**src/hw/mpram_cfg_pkg.sv**
```systemverilog
package mpram_cfg_pkg;

    // Storage geometry
    localparam int WORD_WIDTH = 16;
    localparam int DEPTH = 32;
    localparam int BANK_SIZE = 8;
    localparam int NUM_BANKS = DEPTH / BANK_SIZE;

    // Port counts
    localparam int READ_PORTS = 2;
    localparam int WRITE_PORTS = 2;

    // Address split, bank select on top
    localparam int ADDR_WIDTH = $clog2(DEPTH);
    localparam int BANK_ADDR_WIDTH = $clog2(BANK_SIZE);
    localparam int BANK_SEL_WIDTH = $clog2(NUM_BANKS);

    // Value written into every word after reset
    localparam logic [WORD_WIDTH-1:0] CLEAR_VALUE = 16'h0000;

endpackage

```
**src/hw/mpram_types_pkg.sv**
```systemverilog
package mpram_types_pkg;

    import mpram_cfg_pkg::*;

    // One stored word
    typedef logic [WORD_WIDTH-1:0] word_t;

    // Full address as seen from outside
    typedef logic [ADDR_WIDTH-1:0] addr_t;

    // Word offset inside one bank
    typedef logic [BANK_ADDR_WIDTH-1:0] bank_addr_t;

    // Bank index, upper address bits
    typedef logic [BANK_SEL_WIDTH-1:0] bank_sel_t;

endpackage

```
**src/hw/mpram_clear_seq.sv**
```systemverilog
`timescale 1ns/1ps

module mpram_clear_seq (
    input  logic                        clk,
    input  logic                        rst,
    output logic                        clear_active,
    output mpram_types_pkg::bank_addr_t clear_addr,
    output logic                        ready
);

    import mpram_cfg_pkg::*;
    import mpram_types_pkg::*;

    logic [BANK_ADDR_WIDTH:0] count; // One extra bit to reach BANK_SIZE
    logic                     clearing;

    always_ff @(posedge clk or negedge rst) begin
        if (!rst) begin
            count    <= '0;
            clearing <= 1'b1;
            ready    <= 1'b0;
        end else if (clearing) begin
            count <= count + 1'b1;
            if (count == (BANK_ADDR_WIDTH + 1)'(BANK_SIZE)) begin
                clearing <= 1'b0; // Walk done
                ready    <= 1'b1;
            end
        end
    end

    assign clear_active = clearing;
    assign clear_addr   = bank_addr_t'(count); // Wraps to 0 on the final step

endmodule

```
**src/hw/mpram_bank_route.sv**
```systemverilog
`timescale 1ns/1ps

module mpram_bank_route (
    input  logic                        en [mpram_cfg_pkg::READ_PORTS],
    input  mpram_types_pkg::addr_t      raddr [mpram_cfg_pkg::READ_PORTS],
    input  logic                        we [mpram_cfg_pkg::WRITE_PORTS],
    input  mpram_types_pkg::addr_t      waddr [mpram_cfg_pkg::WRITE_PORTS],
    input  mpram_types_pkg::word_t      wdata [mpram_cfg_pkg::WRITE_PORTS],
    input  logic                        clear_active,
    input  mpram_types_pkg::bank_addr_t clear_addr,
    output mpram_types_pkg::bank_addr_t bank_raddr [mpram_cfg_pkg::READ_PORTS],
    output logic                        bank_ren [mpram_cfg_pkg::NUM_BANKS]
                                                 [mpram_cfg_pkg::READ_PORTS],
    output mpram_types_pkg::bank_addr_t bank_waddr [mpram_cfg_pkg::WRITE_PORTS],
    output mpram_types_pkg::word_t      bank_wdata [mpram_cfg_pkg::WRITE_PORTS],
    output logic                        bank_we [mpram_cfg_pkg::NUM_BANKS]
                                                [mpram_cfg_pkg::WRITE_PORTS],
    output mpram_types_pkg::bank_sel_t  rsel [mpram_cfg_pkg::READ_PORTS]
);

    import mpram_cfg_pkg::*;
    import mpram_types_pkg::*;

    bank_sel_t rbank [READ_PORTS];
    bank_sel_t wbank [WRITE_PORTS];

    // Read side
    always_comb begin
        for (int p = 0; p < READ_PORTS; p++) begin
            rbank[p]      = raddr[p][ADDR_WIDTH-1 -: BANK_SEL_WIDTH];
            bank_raddr[p] = raddr[p][BANK_ADDR_WIDTH-1:0];
            rsel[p]       = rbank[p];
            for (int b = 0; b < NUM_BANKS; b++) begin
                bank_ren[b][p] = en[p] && (rbank[p] == bank_sel_t'(b)); // One-hot per port
            end
        end
    end

    // Write side, clear takes over port 0 in every bank
    always_comb begin
        for (int w = 0; w < WRITE_PORTS; w++) begin
            wbank[w]      = waddr[w][ADDR_WIDTH-1 -: BANK_SEL_WIDTH];
            bank_waddr[w] = waddr[w][BANK_ADDR_WIDTH-1:0];
            bank_wdata[w] = wdata[w];
            for (int b = 0; b < NUM_BANKS; b++) begin
                bank_we[b][w] = we[w] && !clear_active && (wbank[w] == bank_sel_t'(b));
            end
        end
        if (clear_active) begin
            bank_waddr[0] = clear_addr;
            bank_wdata[0] = CLEAR_VALUE;
            for (int b = 0; b < NUM_BANKS; b++) begin
                bank_we[b][0] = 1'b1; // All banks cleared in parallel
            end
        end
    end

endmodule

```
**src/hw/mpram_bank.sv**
```systemverilog
`timescale 1ns/1ps

module mpram_bank (
    input  logic                        clk,
    input  mpram_types_pkg::bank_addr_t bank_raddr [mpram_cfg_pkg::READ_PORTS],
    input  logic                        ren [mpram_cfg_pkg::READ_PORTS],
    input  mpram_types_pkg::bank_addr_t bank_waddr [mpram_cfg_pkg::WRITE_PORTS],
    input  mpram_types_pkg::word_t      bank_wdata [mpram_cfg_pkg::WRITE_PORTS],
    input  logic                        we [mpram_cfg_pkg::WRITE_PORTS],
    output mpram_types_pkg::word_t      rdata [mpram_cfg_pkg::READ_PORTS]
);

    import mpram_cfg_pkg::*;
    import mpram_types_pkg::*;

    word_t mem [BANK_SIZE];

    // Higher port index is applied last and wins on equal offsets
    always_ff @(posedge clk) begin
        for (int w = 0; w < WRITE_PORTS; w++) begin
            if (we[w]) begin
                mem[bank_waddr[w]] <= bank_wdata[w];
            end
        end
    end

    // Registered reads see the word from before this edge
    always_ff @(posedge clk) begin
        for (int p = 0; p < READ_PORTS; p++) begin
            if (ren[p]) begin
                rdata[p] <= mem[bank_raddr[p]];
            end
        end
    end

endmodule

```
**src/hw/mpram_read_select.sv**
```systemverilog
`timescale 1ns/1ps

module mpram_read_select (
    input  logic                       clk,
    input  logic                       en [mpram_cfg_pkg::READ_PORTS],
    input  mpram_types_pkg::bank_sel_t rsel [mpram_cfg_pkg::READ_PORTS],
    input  mpram_types_pkg::word_t     bank_rdata [mpram_cfg_pkg::NUM_BANKS]
                                                  [mpram_cfg_pkg::READ_PORTS],
    output mpram_types_pkg::word_t     rdata [mpram_cfg_pkg::READ_PORTS]
);

    import mpram_cfg_pkg::*;
    import mpram_types_pkg::*;

    bank_sel_t sel_q [READ_PORTS];

    // Sampled at the same edge as the bank read
    always_ff @(posedge clk) begin
        for (int p = 0; p < READ_PORTS; p++) begin
            if (en[p]) begin
                sel_q[p] <= rsel[p];
            end
        end
    end

    // Selected bank only updates on this port's next read to it
    always_comb begin
        for (int p = 0; p < READ_PORTS; p++) begin
            rdata[p] = bank_rdata[sel_q[p]][p];
        end
    end

endmodule

```
**src/hw/mpram_top.sv**
```systemverilog
`timescale 1ns/1ps

module mpram_top (
    input  logic                   clk,
    input  logic                   rst,
    input  logic                   en [mpram_cfg_pkg::READ_PORTS],
    input  mpram_types_pkg::addr_t raddr [mpram_cfg_pkg::READ_PORTS],
    input  logic                   we [mpram_cfg_pkg::WRITE_PORTS],
    input  mpram_types_pkg::addr_t waddr [mpram_cfg_pkg::WRITE_PORTS],
    input  mpram_types_pkg::word_t wdata [mpram_cfg_pkg::WRITE_PORTS],
    output mpram_types_pkg::word_t rdata [mpram_cfg_pkg::READ_PORTS],
    output logic                   ready
);

    import mpram_cfg_pkg::*;
    import mpram_types_pkg::*;

    logic       clear_active;
    bank_addr_t clear_addr;

    bank_addr_t bank_raddr [READ_PORTS];
    logic       bank_ren [NUM_BANKS][READ_PORTS];
    bank_addr_t bank_waddr [WRITE_PORTS];
    word_t      bank_wdata [WRITE_PORTS];
    logic       bank_we [NUM_BANKS][WRITE_PORTS];
    bank_sel_t  rsel [READ_PORTS];
    word_t      bank_rdata [NUM_BANKS][READ_PORTS];

    mpram_clear_seq i_clear_seq (
        .clk          (clk),
        .rst          (rst),
        .clear_active (clear_active),
        .clear_addr   (clear_addr),
        .ready        (ready)
    );

    mpram_bank_route i_bank_route (
        .en           (en),
        .raddr        (raddr),
        .we           (we),
        .waddr        (waddr),
        .wdata        (wdata),
        .clear_active (clear_active),
        .clear_addr   (clear_addr),
        .bank_raddr   (bank_raddr),
        .bank_ren     (bank_ren),
        .bank_waddr   (bank_waddr),
        .bank_wdata   (bank_wdata),
        .bank_we      (bank_we),
        .rsel         (rsel)
    );

    for (genvar b = 0; b < NUM_BANKS; b++) begin : g_bank
        mpram_bank i_bank (
            .clk        (clk),
            .bank_raddr (bank_raddr),
            .ren        (bank_ren[b]),
            .bank_waddr (bank_waddr),
            .bank_wdata (bank_wdata),
            .we         (bank_we[b]),
            .rdata      (bank_rdata[b])
        );
    end

    mpram_read_select i_read_select (
        .clk        (clk),
        .en         (en),
        .rsel       (rsel),
        .bank_rdata (bank_rdata),
        .rdata      (rdata)
    );

endmodule

```
**config.mk**
```make
export PLATFORM = sky130hd
export DESIGN_NAME = mpram_top
export DESIGN_NICKNAME = d
export VERILOG_FILES = /design/src/hw/mpram_cfg_pkg.sv /design/src/hw/mpram_types_pkg.sv /design/src/hw/mpram_clear_seq.sv /design/src/hw/mpram_bank_route.sv /design/src/hw/mpram_bank.sv /design/src/hw/mpram_read_select.sv /design/src/hw/mpram_top.sv
export SDC_FILE = /design/constraint.sdc
export NUM_CORES = 1
export LEC_CHECK = 0
export ABC_CLOCK_PERIOD_IN_PS = 8750
export BUFFER_PORTS_ARGS = -buffer_cell sky130_fd_sc_hd__buf_2
export CORE_MARGIN = 10
export CORE_UTILIZATION = 62
export DETAILED_ROUTE_END_ITERATION = 12
export GPL_ROUTABILITY_DRIVEN = 0
export PLACE_DENSITY_LB_ADDON = 0.25
export SLEW_MARGIN = 5
export SYNTH_ARGS = -nofsm -noshare
export SYNTH_HDL_FRONTEND = slang
export SYNTH_SLANG_ARGS = --single-unit
```
**constraint.sdc**
```tcl
create_clock -name clk -period 8.75 [get_ports clk]
set_clock_uncertainty 0.1 [all_clocks]
set_input_delay 1.3125 -clock clk [delete_from_list [all_inputs] [get_ports clk]]
set_output_delay 1.3125 -clock clk [all_outputs]
set_load 0.02 [all_outputs]
```
-- Word-level counts from Yosys, hierarchy flattened
Memory sizes are Yosys's and may differ from the RTL's. A register that Yosys moved wholly into a read port is not among the register bits.
Index checks and enable logic that the tools add are counted.
Widths: inputs -> output; s select.
- RAM bits: 516
- input port bits: 58
- memories kept: 5
- logic and storage cells: 84
- register bits: 6
- bitwise logic cells: 2
- equal/unequal tests: 13
- mux-type cells: 34
- add/sub/neg operators: 1
- reduce and logical (&&, ||, !) cells: 24
- order comparisons: 2
- memories (memory ; depth ; bits a word ; read ports ; clocked after Yosys merged registers in ; wr ports ; line ; source):
    g_bank[0].i_bank.mem ; 8 ; 16 ; 2 ; 2 ; 2 ; mpram_bank.sv:16 ; word_t mem [BANK_SIZE];
    g_bank[1].i_bank.mem ; 8 ; 16 ; 2 ; 2 ; 2 ; mpram_bank.sv:16 ;
    g_bank[2].i_bank.mem ; 8 ; 16 ; 2 ; 2 ; 2 ; mpram_bank.sv:16 ;
    g_bank[3].i_bank.mem ; 8 ; 16 ; 2 ; 2 ; 2 ; mpram_bank.sv:16 ;
    i_read_select.sel_q ; 2 ; 2 ; 2 ; 0 ; 2 ; mpram_read_select.sv:15 ; bank_sel_t sel_q [READ_PORTS];
- operator list (operator ; number):
    $bmux 32 s2 ; 2
    $mux 32 ; 2
    $mux 16 ; 3
    $mux 1 ; 26
    $logic_and 1x1->1 ; 18
    $eq 2x2->1 const B ; 8
    $eq 2x1->1 const B ; 4
    $logic_not 2->1 ; 4
    $ge 3x3->1 const B ; 2
    $not 2->3 ; 2
    $add 4x1->4 const B ; 1
    $eq 4x4->1 const B ; 1
    $mux 3 ; 1
    $reduce_and 2->1 ; 1
    $logic_not 1->1 ; 1

-- Logic depth before layout (Yosys ltp)
- word-level depth: 6
- depth in mapped cells: 6

-- By module
Synthesis repeated with hierarchy kept, for this count alone.
- cells, all modules: 1899
- area, all modules: 36775.3 um^2
- by module, submodules not included (module ; area each (um^2) ; cells an instance ; times used):
    mpram_bank ; 8748.4 ; 440 ; 4
    mpram_read_select ; 968.4 ; 44 ; 1
    mpram_bank_route ; 538.0 ; 71 ; 1
    mpram_clear_seq ; 275.3 ; 24 ; 1

-- Worst setup path after synthesis
Ideal clock, no wire load.
- path kind: input-to-reg
- from: input port waddr[5] (netlist bit)
- to: memory g_bank[2].i_bank.mem[2][0] (netlist bit), enable pin
- stages on the path: 3
- required time: 8.239 ns
- arrival: 2.994 ns
- slack: 5.245 ns
- cell sequence: nor2_1 a22oi_1 o21ai_0
- RTL lines (what ; line ; source):
    start, declared ; mpram_top.sv:9 ; input mpram_types_pkg::addr_t waddr [mpram_cfg_pkg::WRITE_PORTS],
    end, declared ; mpram_bank.sv:16 ;

==> results.ini <==
[run_status]
status=complete, no violations

[pwr]
report.power.total_mw=7.33
power_leakage_nw=12.7
p_int_mw=5.68
powerDensity_mw_per_mm2=189
seqPwrFrac=0.486
pwr-share-comb=0.101
power_frac_clock=0.413
max-vdd-ir-drop_v=0.000152
swShare=0.225
switchingPower_mw=1.65

[drt]
wl_mm=101
drt-initial-drc-count=3003
routedWlPerCell_um=36.7
via_per_inst=7.47
antenna_left=0
drt_pass1_iterations=5
drc_errors=0
num_vias=20586

[timing]
timing.fmax_mhz=258
tightest_slew_ns=1.29
holdWs_ns=0.353
worst_slack_ns=4.87
rsz0062_at_grt=no
finalCritPeriodShare=0.443
setup-violations-final=0
fin_setup_tns_ns=0
relSlewSlack=0.139
finalMaxSlewViolations=0
period_needed_ns=3.88
finalHoldViolCount=0

[clock_tree]
cts_resized=0
post_cts_buffers=0
ctsHoldBuffers=0
clk_latency_ns=0.61
tritoncts.num_buffers=70
cts_htree_levels=3
clockBufferDepth=3
clock_sinks=650
tritoncts=yes
clk_pin_slew_ns=0.06
cts_root_buf=clkbuf_16

[global_route]
grt_usage=0.304
grt_pass1_vias=21093
antenna_found_initial=10
grt_overflow=0
grt_pass1_wl_mm=148
grt_max_degree=82

[run]
maxCapViolCount=0

[layout]
layout.cells.non_filler=2757
drive_gt1_frac=0.607
final_util=0.688
nets=2009
fin_area_mm2=0.0389
areaGrowthSynthToFinish_pct=9.43

[place]
port_buffers=90
placed_cells=2633
placed_area_mm2=0.0365
place_ws_ns=4.29
dp_hpwl_mm=61.1

[synth]
synth_ff_type=edfxtp_1
synth_nets=2022
netlist_area_mm2=0.0355
ys_ff_latch=650
synth-seq-area-share=0.549
synth_warnings=0
yosys.cell_types.count=50
synth_cells=1962
synth-edff-count=644
synth_area_per_cell_um2=18.1
synthArstFlopShare=0.00923

[critical_path]
arrival_ns=3.76
cp_max_fo=38
required_ns=8.63
crit_start=i_clear_seq.clear_active$_DFF_PN1_
reg2reg_from=i_clear_seq.clear_active$_DFF_PN1_
path_class=reg2reg
start_kind=register
worstSetupEndpointType=register

[floorplan]
rows=87
die_w_um=259
die_height_um=259
start_util=0.628
coreArea_mm2=0.0565
dieArea_mm2=0.0672
io_pins=91

[hold_path]
hp-start=i_clear_seq.ready$_DFFE_PN0P_
hold_path_class=reg2reg

sequential cells by signal, summed over array words and instances (netlist names):
register                  count
g_bank.i_bank.mem           512
i_clear_seq.clear_active      1
i_clear_seq.ready             1
g_bank.i_bank.rdata         128
i_read_select.sel_q           4
i_clear_seq.count             4
area by class of cell:
type | instances | area (µm²)
clock inverter | 33 | 403
multi-input combinational | 1084 | 15300
timing repair buffer | 139 | 853
sequential | 650 | 19500
clock buffer | 86 | 1880
tap | 756 | 946
antenna | 5 | 12.5
inverter | 4 | 15.0
fill | 3598 | 17600
cell usage in the layout (no fill, tap or decap), types with 3 or more instances in the layout:
cell type | synthesis | final
nor2b_2 | 0 | 11
nand3b_1 | 3 | 3
mux4_2 | 288 | 288
and3_1 | 3 | 3
nand3b_4 | 3 | 3
diode_2 | 0 | 5
edfxtp_1 | 644 | 644
nor2b_1 | 23 | 7
clkbuf_1 | 144 | 13
nor2_4 | 2 | 5
bufinv_16 | 0 | 10
clkinv_2 | 0 | 10
nand2_1 | 10 | 10
inv_1 | 4 | 4
mux2_1 | 36 | 36
mux2_2 | 568 | 568
o21ai_2 | 0 | 7
mux2_4 | 36 | 36
nor2_1 | 6 | 4
a22oi_1 | 6 | 6
nor2b_4 | 0 | 5
clkbuf_16 | 0 | 73
nor2_8 | 4 | 4
dfrtp_1 | 5 | 5
o21ai_4 | 0 | 4
buf_4 | 9 | 51
nand3_1 | 12 | 12
clkinv_1 | 0 | 12
o22ai_2 | 0 | 8
o22ai_4 | 0 | 4
nor3b_2 | 3 | 5
buf_2 | 59 | 84
nor2_2 | 10 | 9
nand2_2 | 16 | 16
logic make-up (layout without fill, tap and decap cells):
group,count (synthesis),after routing,share of synthesized area
and+or+nand+nor,113,113,0.0243
muxes,928,928,0.389
AOI/OAI and AO/OA,38,38,0.00666
adders and majority gates,2,2,0.000705
xor gates and xnor gates,3,3,0.000740
DFF,650,650,0.549
other,0,5,0
buffers and inverters,228,262,0.0292
synth_stat cells, types with 7 or more instances:
master      n  share of area
buf_1       7        0.00074
buf_2      59         0.0083
buf_4       9         0.0019
clkbuf_1  144          0.015
edfxtp_1  644           0.54
mux2_1     36          0.011
mux2_2    568           0.18
mux2_4     36          0.015
mux4_2    288           0.18
nand2_1    10         0.0011
nand2_2    16         0.0028
nand3_1    12         0.0017
nor2_2     10         0.0018
nor2b_1    23         0.0041
o21ai_0    13         0.0018
o22ai_1    12         0.0021
critical path, stage by stage (launching register included):
cell and delay [ns]:
dfstp_2 1.26, nor4b_4 0.22, nand2_2 0.56, nand3_1 1.09
layer usage:
layer  wire length [µm]  track usage  vias up
li1                   -            -     8050
met1              37100        0.404    10779
met2              46600        0.460     1436
met3              13000       0.0934      313
met4               4530        0.129        8
met5                 48            0        -
path summary, 6_finish.rpt:
check                                                         to  cells past startpoint  slack (ns)
max                        g_bank[0].i_bank.mem[4][10]$_DFFE_PP_                      3        4.87
min                                i_clear_seq.ready$_DFFE_PN0P_                      1        0.35
max reg2reg                g_bank[0].i_bank.mem[4][10]$_DFFE_PP_                      3        4.87
min reg2reg                        i_clear_seq.ready$_DFFE_PN0P_                      1        0.35
max in group asynchronous     i_clear_seq.clear_active$_DFF_PN1_                      1        7.91
min in group asynchronous       i_clear_seq.count[0]$_DFFE_PN0P_                      1        0.42
power groups by stage:
stage / logic [mW] / clock network, mW / registers (mW)
floorplan: 0.535 / 0 / 3.60
global placement: 0.704 / 0 / 3.62
detailed placement: 0.724 / 0 / 3.63
CTS: 0.730 / 3.04 / 3.56
global route: 0.777 / 3.15 / 3.57
finish: 0.737 / 3.03 / 3.56
Note: power is estimated with default switching activity, not from simulation.
